$ cat src/logic/lsu_config.svh
`ifndef LSU_CONFIG_SVH
`define LSU_CONFIG_SVH

// ---------------------------------------------------------------------------
// widths and memory geometry
// ---------------------------------------------------------------------------
`define LSU_XLEN     32
`define DMEM_WORDS   512
`define DMEM_IDX_W   9
`define DMEM_SPAN_W  11   // 2 KB of byte address

// ---------------------------------------------------------------------------
// I/O map
// ---------------------------------------------------------------------------
`define IO_PAGE      4'h1     // addr[31:28]
`define IO_LEDR      4'h0     // addr[15:12] within the I/O page
`define IO_LEDG      4'h1
`define IO_HEX_LO    4'h2
`define IO_HEX_HI    4'h3
`define IO_LCD       4'h4
`define IO_SW_SEL    16'h0010 // addr[27:12], base 0x1001_0000

`define HEX_DIGIT_W  7

`endif

$ cat src/logic/lsu_pkg.sv
`default_nettype none

`include "lsu_config.svh"

package lsu_pkg;

	// funct3 encoding of the access size
	typedef enum logic [2:0] {
		SZ_B  = 3'd0,
		SZ_H  = 3'd1,
		SZ_W  = 3'd2,
		SZ_BU = 3'd4,
		SZ_HU = 3'd5
	} lsu_size_e;

	typedef struct packed {
		logic [`LSU_XLEN-1:0] addr;
		logic [`LSU_XLEN-1:0] wdata;
		logic                 wren;
		lsu_size_e            size;
	} lsu_req_t;

	typedef enum logic [2:0] {
		REG_MEM,
		REG_LEDR,
		REG_LEDG,
		REG_HEX_LO,
		REG_HEX_HI,
		REG_LCD,
		REG_SW,
		REG_NONE
	} lsu_region_e;

	typedef struct packed {
		logic                    pad;
		logic [`HEX_DIGIT_W-1:0] seg;
	} hex_digit_t;

	// one bus word seen either flat or as four digit bytes
	typedef union packed {
		logic [`LSU_XLEN-1:0] raw;
		struct packed {
			hex_digit_t d3;
			hex_digit_t d2;
			hex_digit_t d1;
			hex_digit_t d0; // low byte
		} digits;
	} hex_word_u;

endpackage

`default_nettype wire

$ cat src/logic/lsu_read_mux.sv
`timescale 1ns/1ps
`default_nettype none

`include "lsu_config.svh"

module lsu_read_mux
	import lsu_pkg::*;
(
	input  logic                 i_reset,
	input  lsu_region_e          i_region,
	input  logic [`LSU_XLEN-1:0] i_mem_rdata,
	input  logic [`LSU_XLEN-1:0] i_io_rdata,
	output logic [`LSU_XLEN-1:0] o_ld_data
);

	always_comb begin
		if (!i_reset) begin
			o_ld_data = '0; // quiet bus while in reset
		end else begin
			case (i_region)
				REG_MEM:  o_ld_data = i_mem_rdata;
				REG_NONE: o_ld_data = '0;
				default:  o_ld_data = i_io_rdata; // I/O and switch
			endcase
		end
	end

endmodule

`default_nettype wire

$ cat config.mk
export PLATFORM = sky130hd
export DESIGN_NAME = lsu_read_mux
export DESIGN_NICKNAME = d
export VERILOG_FILES = /design/src/logic/lsu_pkg.sv /design/src/logic/lsu_read_mux.sv
export VERILOG_INCLUDE_DIRS = /design/src /design/src/logic
export SDC_FILE = /design/constraint.sdc
export NUM_CORES = 1
export LEC_CHECK = 0
export BUFFER_PORTS_ARGS = -buffer_cell sky130_fd_sc_hd__buf_2
export CAP_MARGIN = 10
export CORE_ASPECT_RATIO = 1.1
export CORE_MARGIN = 5
export CORE_UTILIZATION = 41
export DETAILED_ROUTE_END_ITERATION = 8
export PLACE_DENSITY_LB_ADDON = 0.05
export SYNTH_ARGS = -nofsm -noshare
export SYNTH_HDL_FRONTEND = slang
export SYNTH_SLANG_ARGS = --single-unit
$ cat constraint.sdc
create_clock -name vclk -period 1.8
set_input_delay 0.36 -clock vclk [all_inputs]
set_output_delay 0.36 -clock vclk [all_outputs]
set_load 0.01 [all_outputs]
==> flow_summary_export.csv <==
group,metric,value,unit
status,outcome,"finished with violations",
status,violations,"setup timing",
cells_and_area,layoutNonFillerInstCount,288,
cells_and_area,finalCoreUtilization,0.767,
synthesis,yosysUniqueCellTypes,9,
timing,setup_viol,2,
cells_and_area,area.sequential,0,um2
worst_setup_path,required,1.44,ns
synthesis,syn-num-nets,226,
routing,drt_first_pass_iters,4,
power_and_ir_drop,seqPwrFrac,0,
synthesis,yosysTopAreaCell,"o2111a_1",
timing,fin_crit_sh,1.00,
floorplan,boundaryPins,100,
floorplan,core_region_area,0.00280,mm2
cells_and_area,seq_cells,0,
cells_and_area,clock_buffers,0,
floorplan,dieArea,0.00413,mm2
routing,wire_per_inst,18.4,um
worst_setup_path,crit_start,"i_region[0]",
placement,port_buffers,100,
timing,slew_headroom,0.774,
global_route,grt_pass1_vias,1591,
placement,dpl.hpwl,3360,um
synthesis,syn_avg_cell_area,7.64,um2
placement,globalplace.congestion,0.726,
global_route,track_usage,0.216,
synthesis,syn_inst,158,
global_route,antenna_found_initial,0,
cells_and_area,diodes,0,
synthesis,yosys-top-cells-count,"32 x o2111a_1, 32 x o21bai_1, 32 x or4_1, 30 x a21boi_0, 18 x clkbuf_1",
power_and_ir_drop,leakage,0.994,nW
placement,dp_cells,278,
cells_and_area,drive_gt1_frac,0.525,
timing,post-route-min-period,1.80,ns
worst_setup_path,crit_path_end_kind,"output pin",
routing,routed_via_density,6.30,
timing,rsz0062_at_grt,"true",
cts,holdBufCountCts,0,
worst_hold_path,holdCritPathClass,"in2out",
power_and_ir_drop,clkPwrFrac,0,
routing,wl,5310,um
timing,tightest_slew,0.339,ns
synthesis,mappedNetlistArea,0.00121,mm2
power_and_ir_drop,swShare,0.443,
cells_and_area,num-nets-final,325,
floorplan,fp.dieW,61.7,um
power_and_ir_drop,p_switching,0.222,mW
worst_hold_path,worstHoldPathCells,4,
power_and_ir_drop,power.internal,0.279,mW
timing,timing.setup.tns,-0.00448,ns
power_and_ir_drop,irDropWorstVdd,150,uV
routing,drc_errors,0,
worst_hold_path,hold_start,"i_mem_rdata[16]",
synthesis,yosys_warnings,0,
routing,vias,1815,
worst_setup_path,cp_max_fo,7,
synthesis,yosys.area.top_type_share,0.298,
timing,fmax,0.554,GHz
power_and_ir_drop,power.density,233,mW/mm2
cells_and_area,synthToLayoutAreaGrowth,78.0,%
timing,finalHoldViolations,0,
routing,drt_iter0_markers,83,
worst_setup_path,cp.arrival,1.44,ns
flow_run,drv_cap,0,
worst_setup_path,cp-start-kind,"input port",
worst_hold_path,hold_end,"o_ld_data[16]",
cts,post_cts_buffers,0,
floorplan,row_count,20,
global_route,grt_remaining_overflow,0,
global_route,grt_pass1_wl,7180,um
routing,antenna_left,0,
floorplan,die_h,66.9,um
worst_setup_path,critPathKind,"in2out",
synthesis,ys_seq_area_frac,0,
power_and_ir_drop,combPwrFrac,1.000,
global_route,grt_max_degree,47,
timing,slew_viol_final,0,
floorplan,start_util,0.431,
timing,setup_ws,-0.00415,ns
synthesis,synthTopCellsByArea,"o2111a_1 30%, o21bai_1 20%, or4_1 20%",
layer usage:
layer	up-vias	global-route usage	routed length, um	share of wire
li1	879	-	-	-
met1	853	0.291	2260	0.43
met2	79	0.373	2590	0.49
met3	4	0.0233	430	0.081
met4	0	0.0212	27	0.0051
met5	-	0	0	0
kinds of logic after synthesis:
family | after synthesis | synth area share
AO/OA/AOI/OAI | 96 | 0.696
buffers and inverters | 30 | 0.105
AND/OR/NAND/NOR | 32 | 0.199
stage by stage:
stage                     hold slack [ns]  total power [mW]  instance area, um2  worst slack, ns
after CTS                            1.16             0.443                1940        -0.000120
after detailed placement             1.15             0.411                1830          -0.0327
after floorplan                     0.846             0.220                1210            0.271
after global placement               1.15             0.391                1830          0.00629
after global routing                 1.19             0.539                2150          -0.0176
final                                1.16             0.501                2150         -0.00415
power groups by stage:
stage          combinational (mW)  clock (mW)  sequential [mW]
4_1_cts                     0.443           0                0
5_1_grt                     0.539           0                0
3_5_place_dp                0.411           0                0
2_1_floorplan               0.220           0                0
6_report                    0.501           0                0
3_3_place_gp                0.391           0                0
final cells by class:
cell class | count | area, um2
fill | 207 | 653
inverter | 1 | 3.75
multi-input combinational | 128 | 1110
tap | 33 | 41.3
timing repair buffer | 126 | 993
worst max-delay path by stage:
stage	cells past startpoint	end
5_1_grt	5	o_ld_data[0]
2_1_floorplan	3	o_ld_data[10]
4_1_cts	5	o_ld_data[18]
6_report	5	o_ld_data[0]
3_5_place_dp	5	o_ld_data[19]
3_3_place_gp	5	o_ld_data[12]
cell usage in the layout (no fill, tap or decap):
cell type,netlist,routed
or4_1,32,24
buf_16,0,2
o2111a_1,32,32
bufbuf_16,0,1
buf_6,0,2
clkbuf_16,0,6
inv_1,1,1
o21bai_1,32,32
or4_4,0,8
buf_2,9,97
buf_4,0,9
a21boi_0,30,30
buf_12,0,9
a21boi_1,2,2
worst max-delay path, stage by stage:
cell	delay, ns
buf_12	0.13
clkbuf_16	0.15
or4_1	0.51
o2111a_1	0.15
buf_2	0.14
repair_timing:
action                                  CTS  global route
gates resized for setup                   7            14
pin swaps                                 8             8
endpoints found under the setup margin   20            30
hold endpoints to repair                  0             0
cloned                                    3             7
(Power assumes the default switching activity.)
