===== config.mk =====
export PLATFORM = sky130hd
export DESIGN_NAME = lsu_addr_decode
export DESIGN_NICKNAME = d
export VERILOG_FILES = /design/src/logic/lsu_pkg.sv /design/src/logic/lsu_addr_decode.sv
export VERILOG_INCLUDE_DIRS = /design/src /design/src/logic
export SDC_FILE = /design/constraint.sdc
export NUM_CORES = 1
export LEC_CHECK = 0
export ABC_AREA = 0
export BUFFER_PORTS_ARGS = -buffer_cell sky130_fd_sc_hd__buf_2
export CORE_AREA = 2 2 39 41
export DETAILED_ROUTE_END_ITERATION = 8
export DIE_AREA = 0 0 41 43
export GPL_TIMING_DRIVEN = 1
export PLACE_DENSITY = 0.7
export SLEW_MARGIN = 10
export SYNTH_ARGS = -nofsm -noshare
export SYNTH_HDL_FRONTEND = slang
export SYNTH_SLANG_ARGS = --single-unit

===== constraint.sdc =====
create_clock -name vclk -period 0.87
set_input_delay 0.0435 -clock vclk [all_inputs]
set_output_delay 0.0435 -clock vclk [all_outputs]
set_load 0.005 [all_outputs]

===== src/logic/lsu_config.svh =====
`ifndef LSU_CONFIG_SVH
`define LSU_CONFIG_SVH

// ---------------------------------------------------------------------------
// widths and memory geometry
// ---------------------------------------------------------------------------
`define LSU_XLEN     32
`define DMEM_WORDS   512
`define DMEM_IDX_W   9
`define DMEM_SPAN_W  11   // 2 KB of byte address

// ---------------------------------------------------------------------------
// I/O map
// ---------------------------------------------------------------------------
`define IO_PAGE      4'h1     // addr[31:28]
`define IO_LEDR      4'h0     // addr[15:12] within the I/O page
`define IO_LEDG      4'h1
`define IO_HEX_LO    4'h2
`define IO_HEX_HI    4'h3
`define IO_LCD       4'h4
`define IO_SW_SEL    16'h0010 // addr[27:12], base 0x1001_0000

`define HEX_DIGIT_W  7

`endif


===== src/logic/lsu_pkg.sv =====
`default_nettype none

`include "lsu_config.svh"

package lsu_pkg;

	// funct3 encoding of the access size
	typedef enum logic [2:0] {
		SZ_B  = 3'd0,
		SZ_H  = 3'd1,
		SZ_W  = 3'd2,
		SZ_BU = 3'd4,
		SZ_HU = 3'd5
	} lsu_size_e;

	typedef struct packed {
		logic [`LSU_XLEN-1:0] addr;
		logic [`LSU_XLEN-1:0] wdata;
		logic                 wren;
		lsu_size_e            size;
	} lsu_req_t;

	typedef enum logic [2:0] {
		REG_MEM,
		REG_LEDR,
		REG_LEDG,
		REG_HEX_LO,
		REG_HEX_HI,
		REG_LCD,
		REG_SW,
		REG_NONE
	} lsu_region_e;

	typedef struct packed {
		logic                    pad;
		logic [`HEX_DIGIT_W-1:0] seg;
	} hex_digit_t;

	// one bus word seen either flat or as four digit bytes
	typedef union packed {
		logic [`LSU_XLEN-1:0] raw;
		struct packed {
			hex_digit_t d3;
			hex_digit_t d2;
			hex_digit_t d1;
			hex_digit_t d0; // low byte
		} digits;
	} hex_word_u;

endpackage

`default_nettype wire


===== src/logic/lsu_addr_decode.sv =====
`timescale 1ns/1ps
`default_nettype none

`include "lsu_config.svh"

module lsu_addr_decode
	import lsu_pkg::*;
(
	input  lsu_req_t    i_req,
	output lsu_region_e o_region
);

	logic [3:0]  page;
	logic [11:0] io_mid;
	logic [3:0]  io_sel;
	logic [15:0] sw_sel;

	assign page   = i_req.addr[31:28];
	assign io_mid = i_req.addr[27:16];
	assign io_sel = i_req.addr[15:12];
	assign sw_sel = i_req.addr[27:12];

	always_comb begin
		o_region = REG_NONE;
		if (i_req.addr[`LSU_XLEN-1:`DMEM_SPAN_W] == '0) begin
			o_region = REG_MEM;
		end else if (page == `IO_PAGE && io_mid == '0) begin
			case (io_sel)
				`IO_LEDR:   o_region = REG_LEDR;
				`IO_LEDG:   o_region = REG_LEDG;
				`IO_HEX_LO: o_region = REG_HEX_LO;
				`IO_HEX_HI: o_region = REG_HEX_HI;
				`IO_LCD:    o_region = REG_LCD;
				default:    o_region = REG_NONE; // rest of the page is a hole
			endcase
		end else if (page == `IO_PAGE && sw_sel == `IO_SW_SEL) begin
			o_region = REG_SW;
		end
	end

endmodule

`default_nettype wire


==> metrics.md, run 1 <==
| Metric | Value |
|---|---|
| Die Ht | 43 microns |
| Commonest non-fill, non-tap cells in the layout | buf_2 (17), buf_6 (7), buf_4 (6) |
| Final antenna-violating net count | 0 |
| DR iter-0 viols | 3 |
| Synth Cell Area | 160 sq um |
| Crit Path Class | in2out |
| Pint | 0.0800 mW |
| # hold bufs at CTS | 0 |
| Startpoint types | input pin |
| I/O pin cnt | 71 |
| Area delta synth->final | 152% |
| Unique masters post-synth | 16 |
| Post-route setup slack | -0.217 ns |
| Via density | 4.42 |
| TNS Setup | -0.472 ns |
| Vias | 296 |
| Gp weighted congestion | 0.477 |
| Starting Density | 11.6% |
| NetSw | 0.0519 mW |
| Routed WL per cell | 8.88 microns |
| Share of the yosys chip area belonging to registers | 0% |
| Multi-input gate area | 175 sq um |
| Tcrit/Tclk final | 125% |
| Slew margin rel. | 85.1% |
| Vias in the first global route | 239 |
| Worst EP required | 0.83 ns |
| Slew @ Worst Pin | 0.222 ns |
| Fmax | 920 MHz |
| Nature of the critical path endpoint | output pin |
| Share of the synthesized area in the top cell type | 26.6% |
| Hpwl dp | 512 microns |
| Sequential cell area | 0 sq um |
| Commonest non-fill, non-tap cell in the layout | buf_2 |
| Post-synth top area cell | nor4_4 |
| Iteration count of the initial detailed-routing pass | 2 |
| Hold_sp | i_req[52] |
| Hold WS | 0.404 ns |
| Total Routed Length | 595 microns |
| Core area | 1380 sq um |
| Power share of the combinational group | 100.0% |
| Fin nets | 121 |
| Gr ovfl total | 0 |
| Tot GR Track Use | 5.49% |
| Yosys warns | 0 |
| Critical path arrival | 1.04 ns |
| Post-Syn Instances | 21 |
| Die ar. | 1760 sq um |
| Hold Crit Class | in2out |
| Die W | 41 microns |
| Minimum clock period | 1.09 ns |
| CP startpoint | i_req[61] |
| Status | finished with violations |
| Failing checks | negative setup slack |
| Pwr Total | 0.132 mW |
| RSZ-0062 raised after global routing | yes |
| Fill cells | 145 |
| Critical path peak fanout | 2 |
| Max Cap Viol | 0 |
| Antenna Cells | 0 |
| DRC | 0 |
| Port Buf Inserts | 24 |
| Fraction of layout cells with a size suffix above 1 | 68.6% |
| Syn avg cell area | 7.63 sq um |
| Endpoints failing setup | 3 |
| Seq cells | 0 |
| Row count | 14 |
| Peak supply drop | 0.0000722 V |
| Hold Vio Cnt, Final | 0 |
| Clkbuf count | 0 |
| Sw frac | 39.3% |
| Max Slew Vio Count | 0 |
| Synth top area cells | nor4_4 (27%), nand4_1 (7.8%), nor4_2 (7.8%) |
| Initial antenna violation count | 0 |
| Pleak | 0.168 nW |
| Cells after DPL | 66 |
| Finished Layout Cells | 67 |
| Largest net degree at the start of global routing | 6 |
| Seq pwr share | 0% |
| Syn nets | 89 |
| Global-route wire length before repair | 759 microns |
| P per Cell Area | 326 nW/um^2 |
| Clock Power Share | 0% |
cells by family (layout without fill, tap and decap cells):
group,after synthesis,count (layout),share of synthesized area [%]
buffers and inverters,0,30,0
AOI/OAI and AO/OA,4,4,17.2
and+or+nand+nor,17,17,82.8
cells in the mapped netlist:
library cell and count:
a211o_1 1, a21oi_1 1, a31o_2 1, and3b_1 1, nand2_1 2, nand2b_1 1
nand3_1 1, nand3b_1 1, nand4_1 2, nor2_1 2, nor3_1 2, nor4_1 1
nor4_2 1, nor4_4 2, o21ai_0 1, or3_1 1
metal layers:
metal	wire length (microns)	track usage [%]	vias to the layer above
met3	82	0	0
met2	295	10.9	15
met4	0	0	0
met5	0	0	-
li1	-	-	150
met1	216	6.33	131
cell type report:
| cell class | instances | area share, % |
|---|---|---|
| Multi-Input combinational cell | 21 | 43.3 |
| Tap cell | 16 | 4.95 |
| Timing Repair Buffer | 30 | 51.7 |
timing repair:
action                                  CTS  global route
buffers inserted                          1             0
hold endpoints to repair                  0             0
resized for setup                         7             2
pin swaps                                 7             4
endpoints found under the setup margin    3             3
gates cloned                              0             0
critical path, stage by stage:
cell	delay (ns)
buf_6	0.09
nor4_4	0.28
nand4_1	0.14
or3_1	0.35
buf_2	0.13
power groups by stage:
stage / registers [mW] / clock network [mW] / logic, mW
floorplan: 0 / 0 / 0.0226
global placement: 0 / 0 / 0.104
detailed placement: 0 / 0 / 0.107
CTS: 0 / 0 / 0.130
global route: 0 / 0 / 0.143
finish: 0 / 0 / 0.132
metrics by stage:
| stage | util, % | cell area (sq um) | setup slack, ns |
|---|---|---|---|
| after floorplan | - | 160 | 0.00917 |
| after global placement | 24.4 | 338 | -0.251 |
| after detailed placement | 24.4 | 338 | -0.266 |
| after CTS | 28.3 | 392 | -0.241 |
| after global routing | 29.2 | 404 | -0.304 |
| final | 29.2 | 404 | -0.217 |
path summary, 6_finish.rpt:
check	cells after the start	slack [ns]	to
worst max-delay path	5	-0.22	o_region[2]
worst min-delay path	3	0.40	o_region[2]
Note: power is estimated with default switching activity, not from simulation.
==> inputs of run 2 (changes only) <==
--- a/config.mk
+++ b/config.mk
@@ -13,6 +13,7 @@
 export DIE_AREA = 0 0 41 43
 export GPL_TIMING_DRIVEN = 1
 export PLACE_DENSITY = 0.7
+export SETUP_SLACK_MARGIN = 0.4
 export SLEW_MARGIN = 10
 export SYNTH_ARGS = -nofsm -noshare
 export SYNTH_HDL_FRONTEND = slang
==> run 2 against run 1 <==
  * The run still ends with negative setup slack left
  * Sequential cell count stayed put
  * Sequential share of layout area stayed put
  * Power is 5.9% lower
  * Cell area is 7.4% lower
  * First-iteration DRC count is 67% lower
  * Maximum frequency is 4.0% higher
  * Wire length is 1.8% lower
  * Worst hold slack worse by 0.0036 ns
  * Via count is 7.8% lower
  * Largest cell class is now multi-input combinational cells
  * Highest routed layer unchanged
==> metrics.md, run 2 (synthesis gave the netlist of run 1 again) <==
| Metric | Value |
|---|---|
| Endpoints failing setup | 3 (unchanged) |
| Final antenna-violating net count | 0 (unchanged) |
| Status | finished with violations |
| Sequential cell area | 0 sq um (unchanged) |
| Max Slew Vio Count | 0 (unchanged) |
| DR WL met2 | 296 microns (+0.34%) |
| Max Cap Viol | 0 (unchanged) |
| Finished Layout Cells | 64 (-4.5%) |
| Total Routed Length | 584 microns (-1.8%) |
| Worst EP required | 0.83 ns (about the same) |
| Hold Crit Class | in2out |
| DRC | 0 (unchanged) |
| Initial antenna violation count | 0 (unchanged) |
| Vias in the first global route | 206 (-14%) |
| Critical path arrival | 1.00 ns (-0.04 ns) |
| Hpwl dp | 493 microns (-3.7%) |
| Gp weighted congestion | 0.518 (+8.5%) |
| Commonest non-fill, non-tap cells in the layout | buf_2 (19), buf_6 (5), nor4_4 (3), buf_4 (3) |
| Die ar. | 1760 sq um (unchanged) |
| Fin nets | 118 (-2.5%) |
| Pleak | 0.148 nW (-12%) |
| Clkbuf count | 0 (unchanged) |
| Wl on met1 | 225 microns (+4.2%) |
| Fraction of layout cells with a size suffix above 1 | 68.8% (+0.12 points) |
| Failing checks | negative setup slack |
| Slew margin rel. | 85.2% (about the same) |
| Slew @ Worst Pin | 0.221 ns (-0.000874 ns) |
| Startpoint types | input pin |
| Hold_sp | i_req[52] |
| Critical path peak fanout | 2 (unchanged) |
| Core area | 1380 sq um (unchanged) |
| Die W | 41 microns (unchanged) |
| Cells after DPL | 64 (-3.0%) |
| Highest metal used | met3 |
| DR iter-0 viols | 1 (-2) |
| Pwr Total | 0.124 mW (-5.9%) |
| Row count | 14 (unchanged) |
| Fmax | 957 MHz (+4.0%) |
| Tcrit/Tclk final | 120% (-4.8 points) |
| Area delta synth->final | 134% |
| Minimum clock period | 1.04 ns (-0.0417 ns) |
| P per Cell Area | 332 nW/um^2 (+1.7%) |
| Vias | 273 (-7.8%) |
| Pre-CTS setup slack | -0.261 ns (+0.00467 ns) |
| Hold Path Depth | 3 (unchanged) |
| Global-route wire length before repair | 696 microns (-8.3%) |
| Port Buf Inserts | 24 (unchanged) |
| Iteration count of the initial detailed-routing pass | 2 (unchanged) |
| Post-route setup slack | -0.175 ns (+0.0417 ns) |
| Tot GR Track Use | 5.19% (-0.30 points) |
| Die Ht | 43 microns (unchanged) |
| Nature of the critical path endpoint | output pin |
| RSZ-0062 raised after global routing | yes |
| Commonest non-fill, non-tap cell in the layout | buf_2 |
| Seq cells | 0 (unchanged) |
| Routed WL per cell | 9.13 microns (+2.8%) |
| Gr ovfl total | 0 (unchanged) |
| Peak supply drop | 0.0000626 V (-13%) |
| Largest net degree at the start of global routing | 6 (unchanged) |
| I/O pin cnt | 71 (unchanged) |
| Starting Density | 11.6% (unchanged) |
| Hold Vio Cnt, Final | 0 (unchanged) |
| Crit Path Class | in2out |
| Met3 routed WL | 62 microns (-24%) |
| Antenna Cells | 0 (unchanged) |
| Via density | 4.27 (-3.4%) |
| # hold bufs at CTS | 0 (unchanged) |
| Post-CTS Setup Inserts | 0 (-1) |
| Hold Crit Endpoint | o_region[2] |
-- run 2: power by group --
group | internal [mW] | switching, mW
Sequential | 0 | 0
Combinational | 0.0714 | 0.0527
Clock | 0 | 0
Total | 0.0714 | 0.0527
-- run 2: worst max path at each step --
stage | start | endpoint | cells after the start
3_3_place_gp | i_req[54] | o_region[2] | 5
5_1_grt | i_req[65] | o_region[1] | 6
6_report | i_req[65] | o_region[1] | 6
3_5_place_dp | i_req[54] | o_region[2] | 5
2_1_floorplan | i_req[51] | o_region[2] | 3
4_1_cts | i_req[67] | o_region[2] | 5
-- run 2: what timing repair did --
action,CTS,global route
gates resized for setup,6,0
pin swaps,4,1
setup endpoints to repair,3,3
-- run 2: cell type report --
class	instances	area, sq um
fill	154	1010
multi-input combinational	21	180
tap	16	20.0
timing repair buffer	27	174
-- run 2: through the flow --
step | instance area, sq um | hold slack (ns) | utilization (%) | setup TNS [ns]
finish | 374 | 0.401 | 27.0 | -0.420
detailed placement | 337 | 0.403 | 24.3 | -0.591
floorplan | 174 | 0.173 | - | 0
global route | 374 | 0.440 | 27.0 | -0.624
CTS | 374 | 0.403 | 27.0 | -0.474
global placement | 337 | 0.398 | 24.3 | -0.581
-- run 2: metal layers --
metal  vias to the layer above  global-route usage [%]
met2                        14                    10.0
li1                        141                       -
met3                         0                       0
met5                         -                       0
met1                       118                    6.33
met4                         0                       0
-- run 2: critical path: stages --
cell,delay (ns)
buf_6,0.09
nor4_4,0.28
buf_4,0.14
nand4_1,0.08
a211o_1,0.24
buf_2,0.13
