## src/logic/lsu_config.svh

```systemverilog
`ifndef LSU_CONFIG_SVH
`define LSU_CONFIG_SVH

// ---------------------------------------------------------------------------
// widths and memory geometry
// ---------------------------------------------------------------------------
`define LSU_XLEN     32
`define DMEM_WORDS   512
`define DMEM_IDX_W   9
`define DMEM_SPAN_W  11   // 2 KB of byte address

// ---------------------------------------------------------------------------
// I/O map
// ---------------------------------------------------------------------------
`define IO_PAGE      4'h1     // addr[31:28]
`define IO_LEDR      4'h0     // addr[15:12] within the I/O page
`define IO_LEDG      4'h1
`define IO_HEX_LO    4'h2
`define IO_HEX_HI    4'h3
`define IO_LCD       4'h4
`define IO_SW_SEL    16'h0010 // addr[27:12], base 0x1001_0000

`define HEX_DIGIT_W  7

`endif

```

## src/logic/lsu_pkg.sv

```systemverilog
`default_nettype none

`include "lsu_config.svh"

package lsu_pkg;

	// funct3 encoding of the access size
	typedef enum logic [2:0] {
		SZ_B  = 3'd0,
		SZ_H  = 3'd1,
		SZ_W  = 3'd2,
		SZ_BU = 3'd4,
		SZ_HU = 3'd5
	} lsu_size_e;

	typedef struct packed {
		logic [`LSU_XLEN-1:0] addr;
		logic [`LSU_XLEN-1:0] wdata;
		logic                 wren;
		lsu_size_e            size;
	} lsu_req_t;

	typedef enum logic [2:0] {
		REG_MEM,
		REG_LEDR,
		REG_LEDG,
		REG_HEX_LO,
		REG_HEX_HI,
		REG_LCD,
		REG_SW,
		REG_NONE
	} lsu_region_e;

	typedef struct packed {
		logic                    pad;
		logic [`HEX_DIGIT_W-1:0] seg;
	} hex_digit_t;

	// one bus word seen either flat or as four digit bytes
	typedef union packed {
		logic [`LSU_XLEN-1:0] raw;
		struct packed {
			hex_digit_t d3;
			hex_digit_t d2;
			hex_digit_t d1;
			hex_digit_t d0; // low byte
		} digits;
	} hex_word_u;

endpackage

`default_nettype wire

```

## src/logic/lsu_io_regs.sv

```systemverilog
`timescale 1ns/1ps
`default_nettype none

`include "lsu_config.svh"

module lsu_io_regs
	import lsu_pkg::*;
(
	input  logic                                clock,
	input  logic                                i_reset,
	input  lsu_req_t                            i_req,
	input  lsu_region_e                         i_region,
	input  logic [`LSU_XLEN-1:0]                i_io_sw,
	output logic [`LSU_XLEN-1:0]                o_rdata,
	output logic [`LSU_XLEN-1:0]                o_io_ledr,
	output logic [`LSU_XLEN-1:0]                o_io_ledg,
	output logic [`LSU_XLEN-1:0]                o_io_lcd,
	output logic [7:0][`HEX_DIGIT_W-1:0]        o_io_hex
);

	logic [`LSU_XLEN-1:0]         ledr_q;
	logic [`LSU_XLEN-1:0]         ledg_q;
	logic [`LSU_XLEN-1:0]         lcd_q;
	logic [`LSU_XLEN-1:0]         sw_q;
	logic [7:0][`HEX_DIGIT_W-1:0] hex_q;
	hex_word_u                    st_word;
	hex_word_u                    rb_lo;
	hex_word_u                    rb_hi;

	// four digits back into a bus word, pads cleared
	function automatic hex_word_u pack_digits(input logic [3:0][`HEX_DIGIT_W-1:0] segs);
		hex_word_u w;
		w.raw = '0;
		w.digits.d0.seg = segs[0];
		w.digits.d1.seg = segs[1];
		w.digits.d2.seg = segs[2];
		w.digits.d3.seg = segs[3];
		return w;
	endfunction

	assign st_word.raw = i_req.wdata;

	always_ff @(posedge clock) begin
		if (!i_reset) begin
			ledr_q <= '0;
			ledg_q <= '0;
			lcd_q  <= '0;
			sw_q   <= '0;
			hex_q  <= '0;
		end else begin
			sw_q <= i_io_sw; // sampled every cycle
			if (i_req.wren) begin
				case (i_region)
					REG_LEDR: ledr_q <= i_req.wdata;
					REG_LEDG: ledg_q <= i_req.wdata;
					REG_LCD:  lcd_q  <= i_req.wdata;
					REG_HEX_LO: begin
						hex_q[0] <= st_word.digits.d0.seg;
						hex_q[1] <= st_word.digits.d1.seg;
						hex_q[2] <= st_word.digits.d2.seg;
						hex_q[3] <= st_word.digits.d3.seg;
					end
					REG_HEX_HI: begin
						hex_q[4] <= st_word.digits.d0.seg;
						hex_q[5] <= st_word.digits.d1.seg;
						hex_q[6] <= st_word.digits.d2.seg;
						hex_q[7] <= st_word.digits.d3.seg;
					end
					default: ; // SW, NONE and MEM ignored here
				endcase
			end
		end
	end

	assign rb_lo = pack_digits(hex_q[3:0]);
	assign rb_hi = pack_digits(hex_q[7:4]);

	always_comb begin
		case (i_region)
			REG_LEDR:   o_rdata = ledr_q;
			REG_LEDG:   o_rdata = ledg_q;
			REG_LCD:    o_rdata = lcd_q;
			REG_HEX_LO: o_rdata = rb_lo.raw;
			REG_HEX_HI: o_rdata = rb_hi.raw;
			REG_SW:     o_rdata = sw_q;
			default:    o_rdata = '0;
		endcase
	end

	assign o_io_ledr = ledr_q;
	assign o_io_ledg = ledg_q;
	assign o_io_lcd  = lcd_q;
	assign o_io_hex  = hex_q;

endmodule

`default_nettype wire

```

## config.mk

```make
export PLATFORM = sky130hd
export DESIGN_NAME = lsu_io_regs
export DESIGN_NICKNAME = d
export VERILOG_FILES = /design/src/logic/lsu_pkg.sv /design/src/logic/lsu_io_regs.sv
export VERILOG_INCLUDE_DIRS = /design/src /design/src/logic
export SDC_FILE = /design/constraint.sdc
export NUM_CORES = 1
export LEC_CHECK = 0
export BUFFER_PORTS_ARGS = -buffer_cell sky130_fd_sc_hd__clkbuf_2
export CORE_MARGIN = 5
export CORE_UTILIZATION = 40
export DETAILED_ROUTE_END_ITERATION = 8
export PLACE_DENSITY = 0.66
export SLEW_MARGIN = 30
export SYNTH_ARGS = -nofsm -noshare
export SYNTH_HDL_FRONTEND = slang
export SYNTH_SLANG_ARGS = --single-unit
```

## constraint.sdc

```tcl
create_clock -name clock -period 2.91 [get_ports clock]
set_input_delay 0.873 -clock clock [delete_from_list [all_inputs] [get_ports clock]]
set_output_delay 0.873 -clock clock [all_outputs]
set_load 0.05 [all_outputs]
```

==> results of run 1 <==
## how the worst min path moves through the flow
stage / from / to / cells after the start
floorplan: o_io_hex[0] / o_io_hex[0] / 2
global placement: o_io_hex[12] / o_io_hex[12] / 2
detailed placement: o_io_ledg[13] / o_io_ledg[13] / 2
CTS: o_io_lcd[23] / o_io_lcd[23] / 2
global route: o_io_lcd[5] / o_io_lcd[5] / 2
finish: o_io_lcd[5] / o_io_lcd[5] / 2
## worst register-to-register path: cells and delay by family (launching register included)
family / cells / cell delay [ns]
AO/OA/AOI/OAI: 1 / 0.22
flip-flops: 1 / 0.37
AND/OR/NAND/NOR: 1 / 0.06
## placed cells by master, fill, tap and decap left out, types with 8 or more instances in the layout
cell type	count
a21boi_1	65
clkbuf_16	17
buf_12	26
a21boi_0	87
a221o_1	9
a21oi_2	8
clkbuf_2	217
buf_4	64
dfxtp_1	184
buf_6	8
mux2_2	18
a221oi_2	18
nand2_1	311
mux2_4	10
and2_1	32
mux2i_1	26
buf_8	25
o2bb2ai_1	9
## metal layers
metal | part of all wire | global-route usage
met5 | 0 | 0
met4 | 0.030 | 0.09758
met3 | 0.072 | 0.05907
met2 | 0.48 | 0.4064
met1 | 0.42 | 0.3154
## logic make-up (layout without fill, tap and decap cells)
kind of cell	count (synthesis)	in the layout	share of synthesized area
simple gates	375	375	0.2010
compound gates	228	228	0.2155
flops	184	184	0.4539
buf+inv	79	380	0.05365
mux	58	58	0.07586
## power groups by stage
stage	Sequential, mW	Combinational, mW	Clock, mW
finish	2.63	1.03	2.33
global route	2.64	1.08	2.46
CTS	2.63	0.983	2.36
detailed placement	2.68	0.892	0
global placement	2.68	0.887	0
floorplan	2.83	0.404	0
## registers in the layout, indices dropped and copies added, names as in the netlist
signal	flops
o_io_hex	56
o_io_lcd	32
o_io_ledg	32
o_io_ledr	32
sw_q	32
## repair_timing
item	4_1_cts	5_1_grt
gates cloned	3	0
buffers inserted	8	11
endpoints found under the setup margin	32	32
pin swaps	7	16
endpoints found under the hold margin	0	0
gates resized for setup	105	50
## layout make-up
class	instances	area [um^2]
clock inverters	13	133.9
repair buffers	348	2679
fillers	1749	8267
multi-input cells	661	4551
clock buffers	19	452.9
flip-flops and latches	184	3684
well taps	270	337.8
==> results.md, run 1 <==
- For this run, the slowest stage of the critical path takes 0.31 ns.
- Synthesis produced a netlist whose cell count is 924.
- The share of synthesized flip-flops with an asynchronous set or reset is 0.
- Summing over every cut layer, the via total after detailed routing is 7777.
- After legalization and detailed placement, the total HPWL measured 20020 um.
- The analysis attributes to net switching a power of 1.736 mW.
- The worst clock skew is 0 ns.
- The most used cell along the critical path is buf_8.
- The number of slew-limit violations in the final report came to 0.
- The switching share of power is 0.2902.
- In this run the critical register-to-register path is launched from o_io_ledr[6].
- Summed over all layers, the global routing overflow is 0.
- The share of total power dissipated in sequential elements is 0.439.
- The internal power is 4.246 mW.
- The antenna cell count is 0.
- The worst-case IR drop observed on VDD is 389.5 uV.
- The iteration count of the initial detailed-routing pass is 4.
- In this run the static leakage power is 4.880 nW.
- Of the total power, combinational logic draws 0.172.
- The critical path capture point type is an output pin.
- Counting along the longest clock path gives a buffer depth of 2.
- The timing-limited maximum frequency is 342.4 MHz.
- The max-cap violation count is 0.
- The most common cell in the netlist is nand2_1.
- The top-area cell type share of the netlist area is 0.4539.
- In the routed layout, each cell is associated on average with a via count of 5.202.
- The kind of cell with the highest combined delay on the critical path is buffers and inverters.
- The latest clock arrival within the worst-skew pair is 0.43 ns.
- The portion of total power attributed to the clock network is 0.389.
- The area added between synthesis and finish is 45.87%.
- The die covers 0.02324 mm^2.
- Of the available clock period, the critical path in the final layout requires 1.004.
- In the synthesized netlist the dominant register cell turns out to be dfxtp_1.
- The initial antenna violation count is 0.
- The run finished, with violations left.
- The worst setup path is launched from an input pin.
- By count the netlist is led by nand2_1, dfxtp_1, a21boi_0.
- The final reports fail on negative setup slack.
- The number of setup violations in the final report is 2.
- The floorplan has 52 rows.
- Timing analysis after detailed placement gives a worst setup slack of -0.2810 ns.
- The final standard cell utilization of the core is 0.5888.
- Measured against its own limit, the worst slew margin works out to 0.5063.
- The cell depth of the worst setup path is 7.
- The hold violation count in the final report was 0.
- Setup slack on the critical path of the routed design comes to -0.01052 ns.
- Port buffering added 253 buffers.
- The final worst hold slack is 0.4700 ns.
- The setup TNS is -0.01827 ns.
- Clock-pin slew was measured on the worst setup and hold paths at 0.07 ns.
- Entering global routing, the biggest net connects 185 pins.
- TritonCTS built the clock tree.
- The critical path goes through buf_12 > buf_8 > mux2_4 > a221oi_4 > buf_4 > a21oi_4 > buf_8.
- The final estimated routing congestion in global placement is 0.8388.
- The root buffer cell is clkbuf_16.
- TritonCTS created 17 clock buffers.
- The required time of the worst setup path is 2.04 ns.
- For this design, the CTS-stage hold fixing added 0 buffers.
- The post-route cell area is 0.01184 mm^2.
- The die is 152.4 um tall.
- The net count of the finished layout is 1317.
- After detailed routing, the average wire length per cell comes to 19.78 um.
- The number of global-route vias before repair is 7698.
- The final layout contains routed wiring with a total length of 29570 um.
- After synthesis, the cell types taking the most area are dfxtp_1, nand2_1, a21boi_0, a21boi_1, mux2_2.
- Once placement finished, the instance area stood at 0.01040 mm^2.
- The global-route wire length before repair is 45220 um.
- The number of clock sinks seen by CTS is 184.
- The arrival time of the worst setup path is 2.05 ns.
- The netlist area before placement is 0.008115 mm^2.
- In this run the number of H-tree levels came out at 4.
- The routed design could run at a clock period as short as 2.921 ns.
- In this run the register-to-register setup slack is 2.17 ns.
- The residual DRC count is 0.
- The number of nets handed over by synthesis was 1029.
- The placed cell count is 1441.
- For this configuration, the core starts out at a cell density of 0.4037.
- The share of the Yosys chip area taken by registers is 0.4539.
- The overall power consumption is 5.982 mW.
- The number of storage elements in the synthesis netlist is 184.
- The violation count after the first detailed-routing iteration is 477.
- The worst-margin pin slew is 0.7405 ns.
- The width of the chip is 152.4 um.
- The worst setup path category is in2out.
- The slowest stage of the critical path belongs to the cell mux2_4.
- Setup repair after global routing could not meet its margin everywhere.
- The total core area is 0.02010 mm^2.
- The number of distinct library cells after synthesis is 35.
- The critical path startpoint is i_region[1].
- The endpoint identified for the worst register-to-register timing path is o_io_ledr[6].
- The number of nets with antenna violations after detailed routing is 0.
- In the final layout, the share of cells above drive strength 1 is 0.3943.
- Yosys printed 0 warnings.
- The total routing resource utilization after global routing is 0.2475.
- Dividing total power by cell area gives a power density of 505.3 mW/mm^2.
- The cell taking the most area after synthesis is dfxtp_1.
- The number of top-level pins is 289.
- The number of cells on the worst reg-to-reg path is 2.
- The end point of the critical path is o_rdata[6].
- Counting both buffers and inverters, the worst setup path holds a total of 4.
- A synthesized cell averages 8.783 um^2.
- The maximum net fanout on the critical path is 7.
- Once layout is complete, the cells apart from fillers number 1495.
- The min-delay analysis places its worst path in the category reg2reg.
- The synthesized design contains 0 enable-type register cells.
Power figures use the tool's default switching activity.
==> run 2: changes to the inputs <==
--- a/config.mk
+++ b/config.mk
@@ -9,6 +9,8 @@
 export BUFFER_PORTS_ARGS = -buffer_cell sky130_fd_sc_hd__clkbuf_2
 export CORE_MARGIN = 5
 export CORE_UTILIZATION = 40
+export CTS_BUF_LIST = sky130_fd_sc_hd__clkbuf_4 sky130_fd_sc_hd__clkbuf_8
+export CTS_CLUSTER_SIZE = 10
 export DETAILED_ROUTE_END_ITERATION = 8
 export PLACE_DENSITY = 0.66
 export SLEW_MARGIN = 30
==> run 2 against run 1 <==
  * The run still ends with negative setup slack left
  * Register-to-register slack worse by 0.03 ns
  * Sequential power hardly changed
  * Final area is 1.7% lower
  * Cell count hardly changed
  * Power is 9.8% lower
  * Routed wire length is 0.11% lower
  * Via count is 0.21% higher
  * Clock-buffer cell count stayed put
  * Sequential share of layout area is 0.54 points higher
  * First-iteration DRC count is 2.5% lower
  * Largest power group unchanged
  * Highest routed layer unchanged
==> results.md, run 2 (same netlist as run 1, synthesis figures left out) <==
- The run finished, with violations left.
- The checks that failed: negative setup slack.
- The pre-antenna-repair detailed-routing pass consisted of 4 iterations.
- The count of port buffers added during placement is 253.
- For this run the aggregate overflow at the end of global routing stands at 0.
- After detailed placement, the design holds a cell count of 1441.
- The analysis attributes to net switching a power of 1.651 mW.
- Counting cells, the worst reg-to-reg path comes to 2.
- Relative to the synthesized area, the layout overhead comes to 43.39%.
- The min-delay analysis places its worst path in the category reg2reg.
- The vertical extent of the die is 152.4 um.
- Once detail routing completed, the nets flagged for antenna violations numbered 0.
- The post-place instance area is 0.01040 mm^2.
- The routed length per instance is 19.77 um.
- The number of fillers in the final layout is 1769.
- The power density over cell area is 463.5 mW/mm^2.
- The initial antenna violation count is 0.
- The share of total power dissipated in combinational logic is 0.190.
- Of the total power, registers draw 0.487.
- For the worst setup path, the data required time is 2.04 ns.
- The die is 152.4 um wide.
- The final wirelength is 29540 um.
- In this run, CTS created clock tree buffers numbering 17.
- The total core area is 0.02010 mm^2.
- The total vias in the final route is 7793.
- Counting every sink on the clock net gives 184.
- Clock-pin slew was measured on the worst setup and hold paths at 0.10 ns.
- Derived from the worst setup path, the maximum achievable clock frequency is 339.9 MHz.
- Once layout is complete, the utilization of the core stands at 0.5788.
- The library cells used most frequently in the layout, excluding fill and tap cells, are nand2_1, clkbuf_2, dfxtp_1.
- The library cell used most frequently in the layout, excluding fill and tap cells, is nand2_1.
- The root buffer cell is clkbuf_8.
- The launch point of the worst hold path is o_io_lcd[5].
- The worst reg-to-reg setup slack is 2.14 ns.
- In the final layout, the share of cells above drive strength 1 is 0.3930.
- The worst setup path category is in2out.
- The hold path depth is 2.
- The portion of total power attributed to the clock network is 0.322.
- Counting buffers and inverters, the worst setup path is 7 cells deep.
- The number of global-route vias before repair came to 7731.
- Along the worst path, the maximum fanout reaches 8.
- Counting both buffers and inverters, the worst setup path holds a total of 4.
- The number of cell rows is 52.
- The number of slew-limit violations in the final report was 0.
- For hold timing, the worst endpoint is o_io_lcd[5].
- The die area is 0.02324 mm^2.
- The kind of start point of the critical path is an input pin.
- In this design, the largest share of critical-path delay is due to buffers and inverters.
- The residual DRC count is 0.
- The TritonCTS clock tree is yes.
- The violation count after the first detailed-routing iteration is 465.
- The number of flip-flops under the largest register name is 56.
- The final critical path time including I/O delays and setup is 2.942 ns.
- The delay of the slowest cell on the worst path is 0.31 ns.
- The worst-margin pin slew is 0.7556 ns.
- The overall power consumption is 5.393 mW.
- The maximum number of pins on one net before global-route repair is 185.
- The most used cell along the critical path is buf_8.
- The highest-delay cell along the critical path is a2bb2oi_1.
- The effective utilization at floorplan is 0.4037.
- The final layout net count is 1316.
- The antenna cell count is 0.
- With fillers left out, the area of the finished cells amounts to 0.01164 mm^2.
- The wire-length estimate of the detail-placed layout is 20020 um.
- The maximum level of the CTS H-tree is 4.
- The internal power is 3.742 mW.
- The worst register-to-register path begins at o_io_hex[19].
- Routability-driven placement finished with a final weighted congestion of 0.8388.
- The critical path capture point type is an output pin.
- Dividing the final minimum period by the clock period gives 1.011.
- The critical path goes through buf_12 > buf_8 > buf_8 > mux2i_1 > a2bb2oi_1 > a21oi_4 > buf_8.
- The total routing resource utilization after global routing is 0.2471.
- Across all setup checks in the final design, the least slack found is -0.03181 ns.
- The relative slew slack is 0.4963.
- At the later pin of the worst-skew pair, clock insertion delay measures 0.45 ns.
- The worst clock skew is 0 ns.
- The number of setup violations in the final report is 5.
- The switching share of power is 0.3061.
- Summed over all cells, the static leakage comes to 4.787 nW.
- The endpoint identified for the worst register-to-register timing path is o_io_hex[19].
- The global-route wire length before repair is 45240 um.
- The number of top-level pins is 289.
- Max-cap violations in this run came to 0.
- For the worst setup path, the data arrival time is 2.07 ns.
- The maximum buffer depth of the clock tree is 2.
- The largest vdd supply drop is 256.2 uV.
- Setup repair after global routing could not meet its margin everywhere.
- Dividing the detail-routed via count by the number of cells gives 5.216.
- The hold violation count in the final report was 0.
- The finished layout holds 1494 standard cells, fillers aside.
-- run 2: what timing repair did --
action | 4_1_cts | 5_1_grt
gates resized for setup | 105 | 48
pin swaps | 7 | 15
hold buffers | 0 | 0
endpoints found under the setup margin | 32 | 32
buffers inserted | 8 | 10
gates cloned | 3 | 0
-- run 2: area by class of cell --
type / instances / area [um^2] / share of cell area
multi-input cells: 661 / 4548 / 0.3909
flip-flops and latches: 184 / 3684 / 0.3166
repair buffers: 347 / 2671 / 0.2296
well taps: 270 / 337.8 / 0.02903
clock buffers: 19 / 261.5 / 0.02247
clock inverters: 13 / 133.9 / 0.01151
-- run 2: power by group through the flow --
stage / Combinational [mW] / Sequential, mW / Clock [mW]
after floorplan: 0.404 / 2.83 / 0
after global placement: 0.887 / 2.68 / 0
after detailed placement: 0.892 / 2.68 / 0
after CTS: 0.982 / 2.63 / 1.78
after global routing: 1.08 / 2.64 / 1.88
final: 1.03 / 2.63 / 1.74
-- run 2: tightest hold or removal path, delay by kind of cell, from the launching register on --
kind            cells  cell delay (ns)
compound gates      1             0.05
flops               1             0.33
simple gates        1             0.05
-- run 2: worst max-delay path by stage --
stage / start / end
final: i_region[1] / o_rdata[24]
after global routing: i_region[1] / o_rdata[24]
after CTS: i_region[0] / o_rdata[14]
after detailed placement: i_region[2] / o_rdata[28]
after global placement: i_region[2] / o_rdata[28]
after floorplan: i_region[2] / o_rdata[10]
-- run 2: layer usage --
metal,track usage,wire length [um],vias up
met1,0.3165,12550,3747
met2,0.4083,14150,283
met5,0,0,-
met4,0.09843,853,0
met3,0.05254,1982,48
li1,-,-,3715
-- run 2: through the flow --
step | hold WS, ns | worst slack (ns) | TNS [ns]
final | 0.4734 | -0.03181 | -0.05871
after global routing | 0.4969 | -0.09020 | -0.4849
after CTS | 0.4776 | -0.03435 | -0.07925
after detailed placement | 0.4626 | -0.2810 | -5.394
after global placement | 0.4545 | -0.2768 | -5.148
after floorplan | 0.6779 | -0.07094 | -0.8482
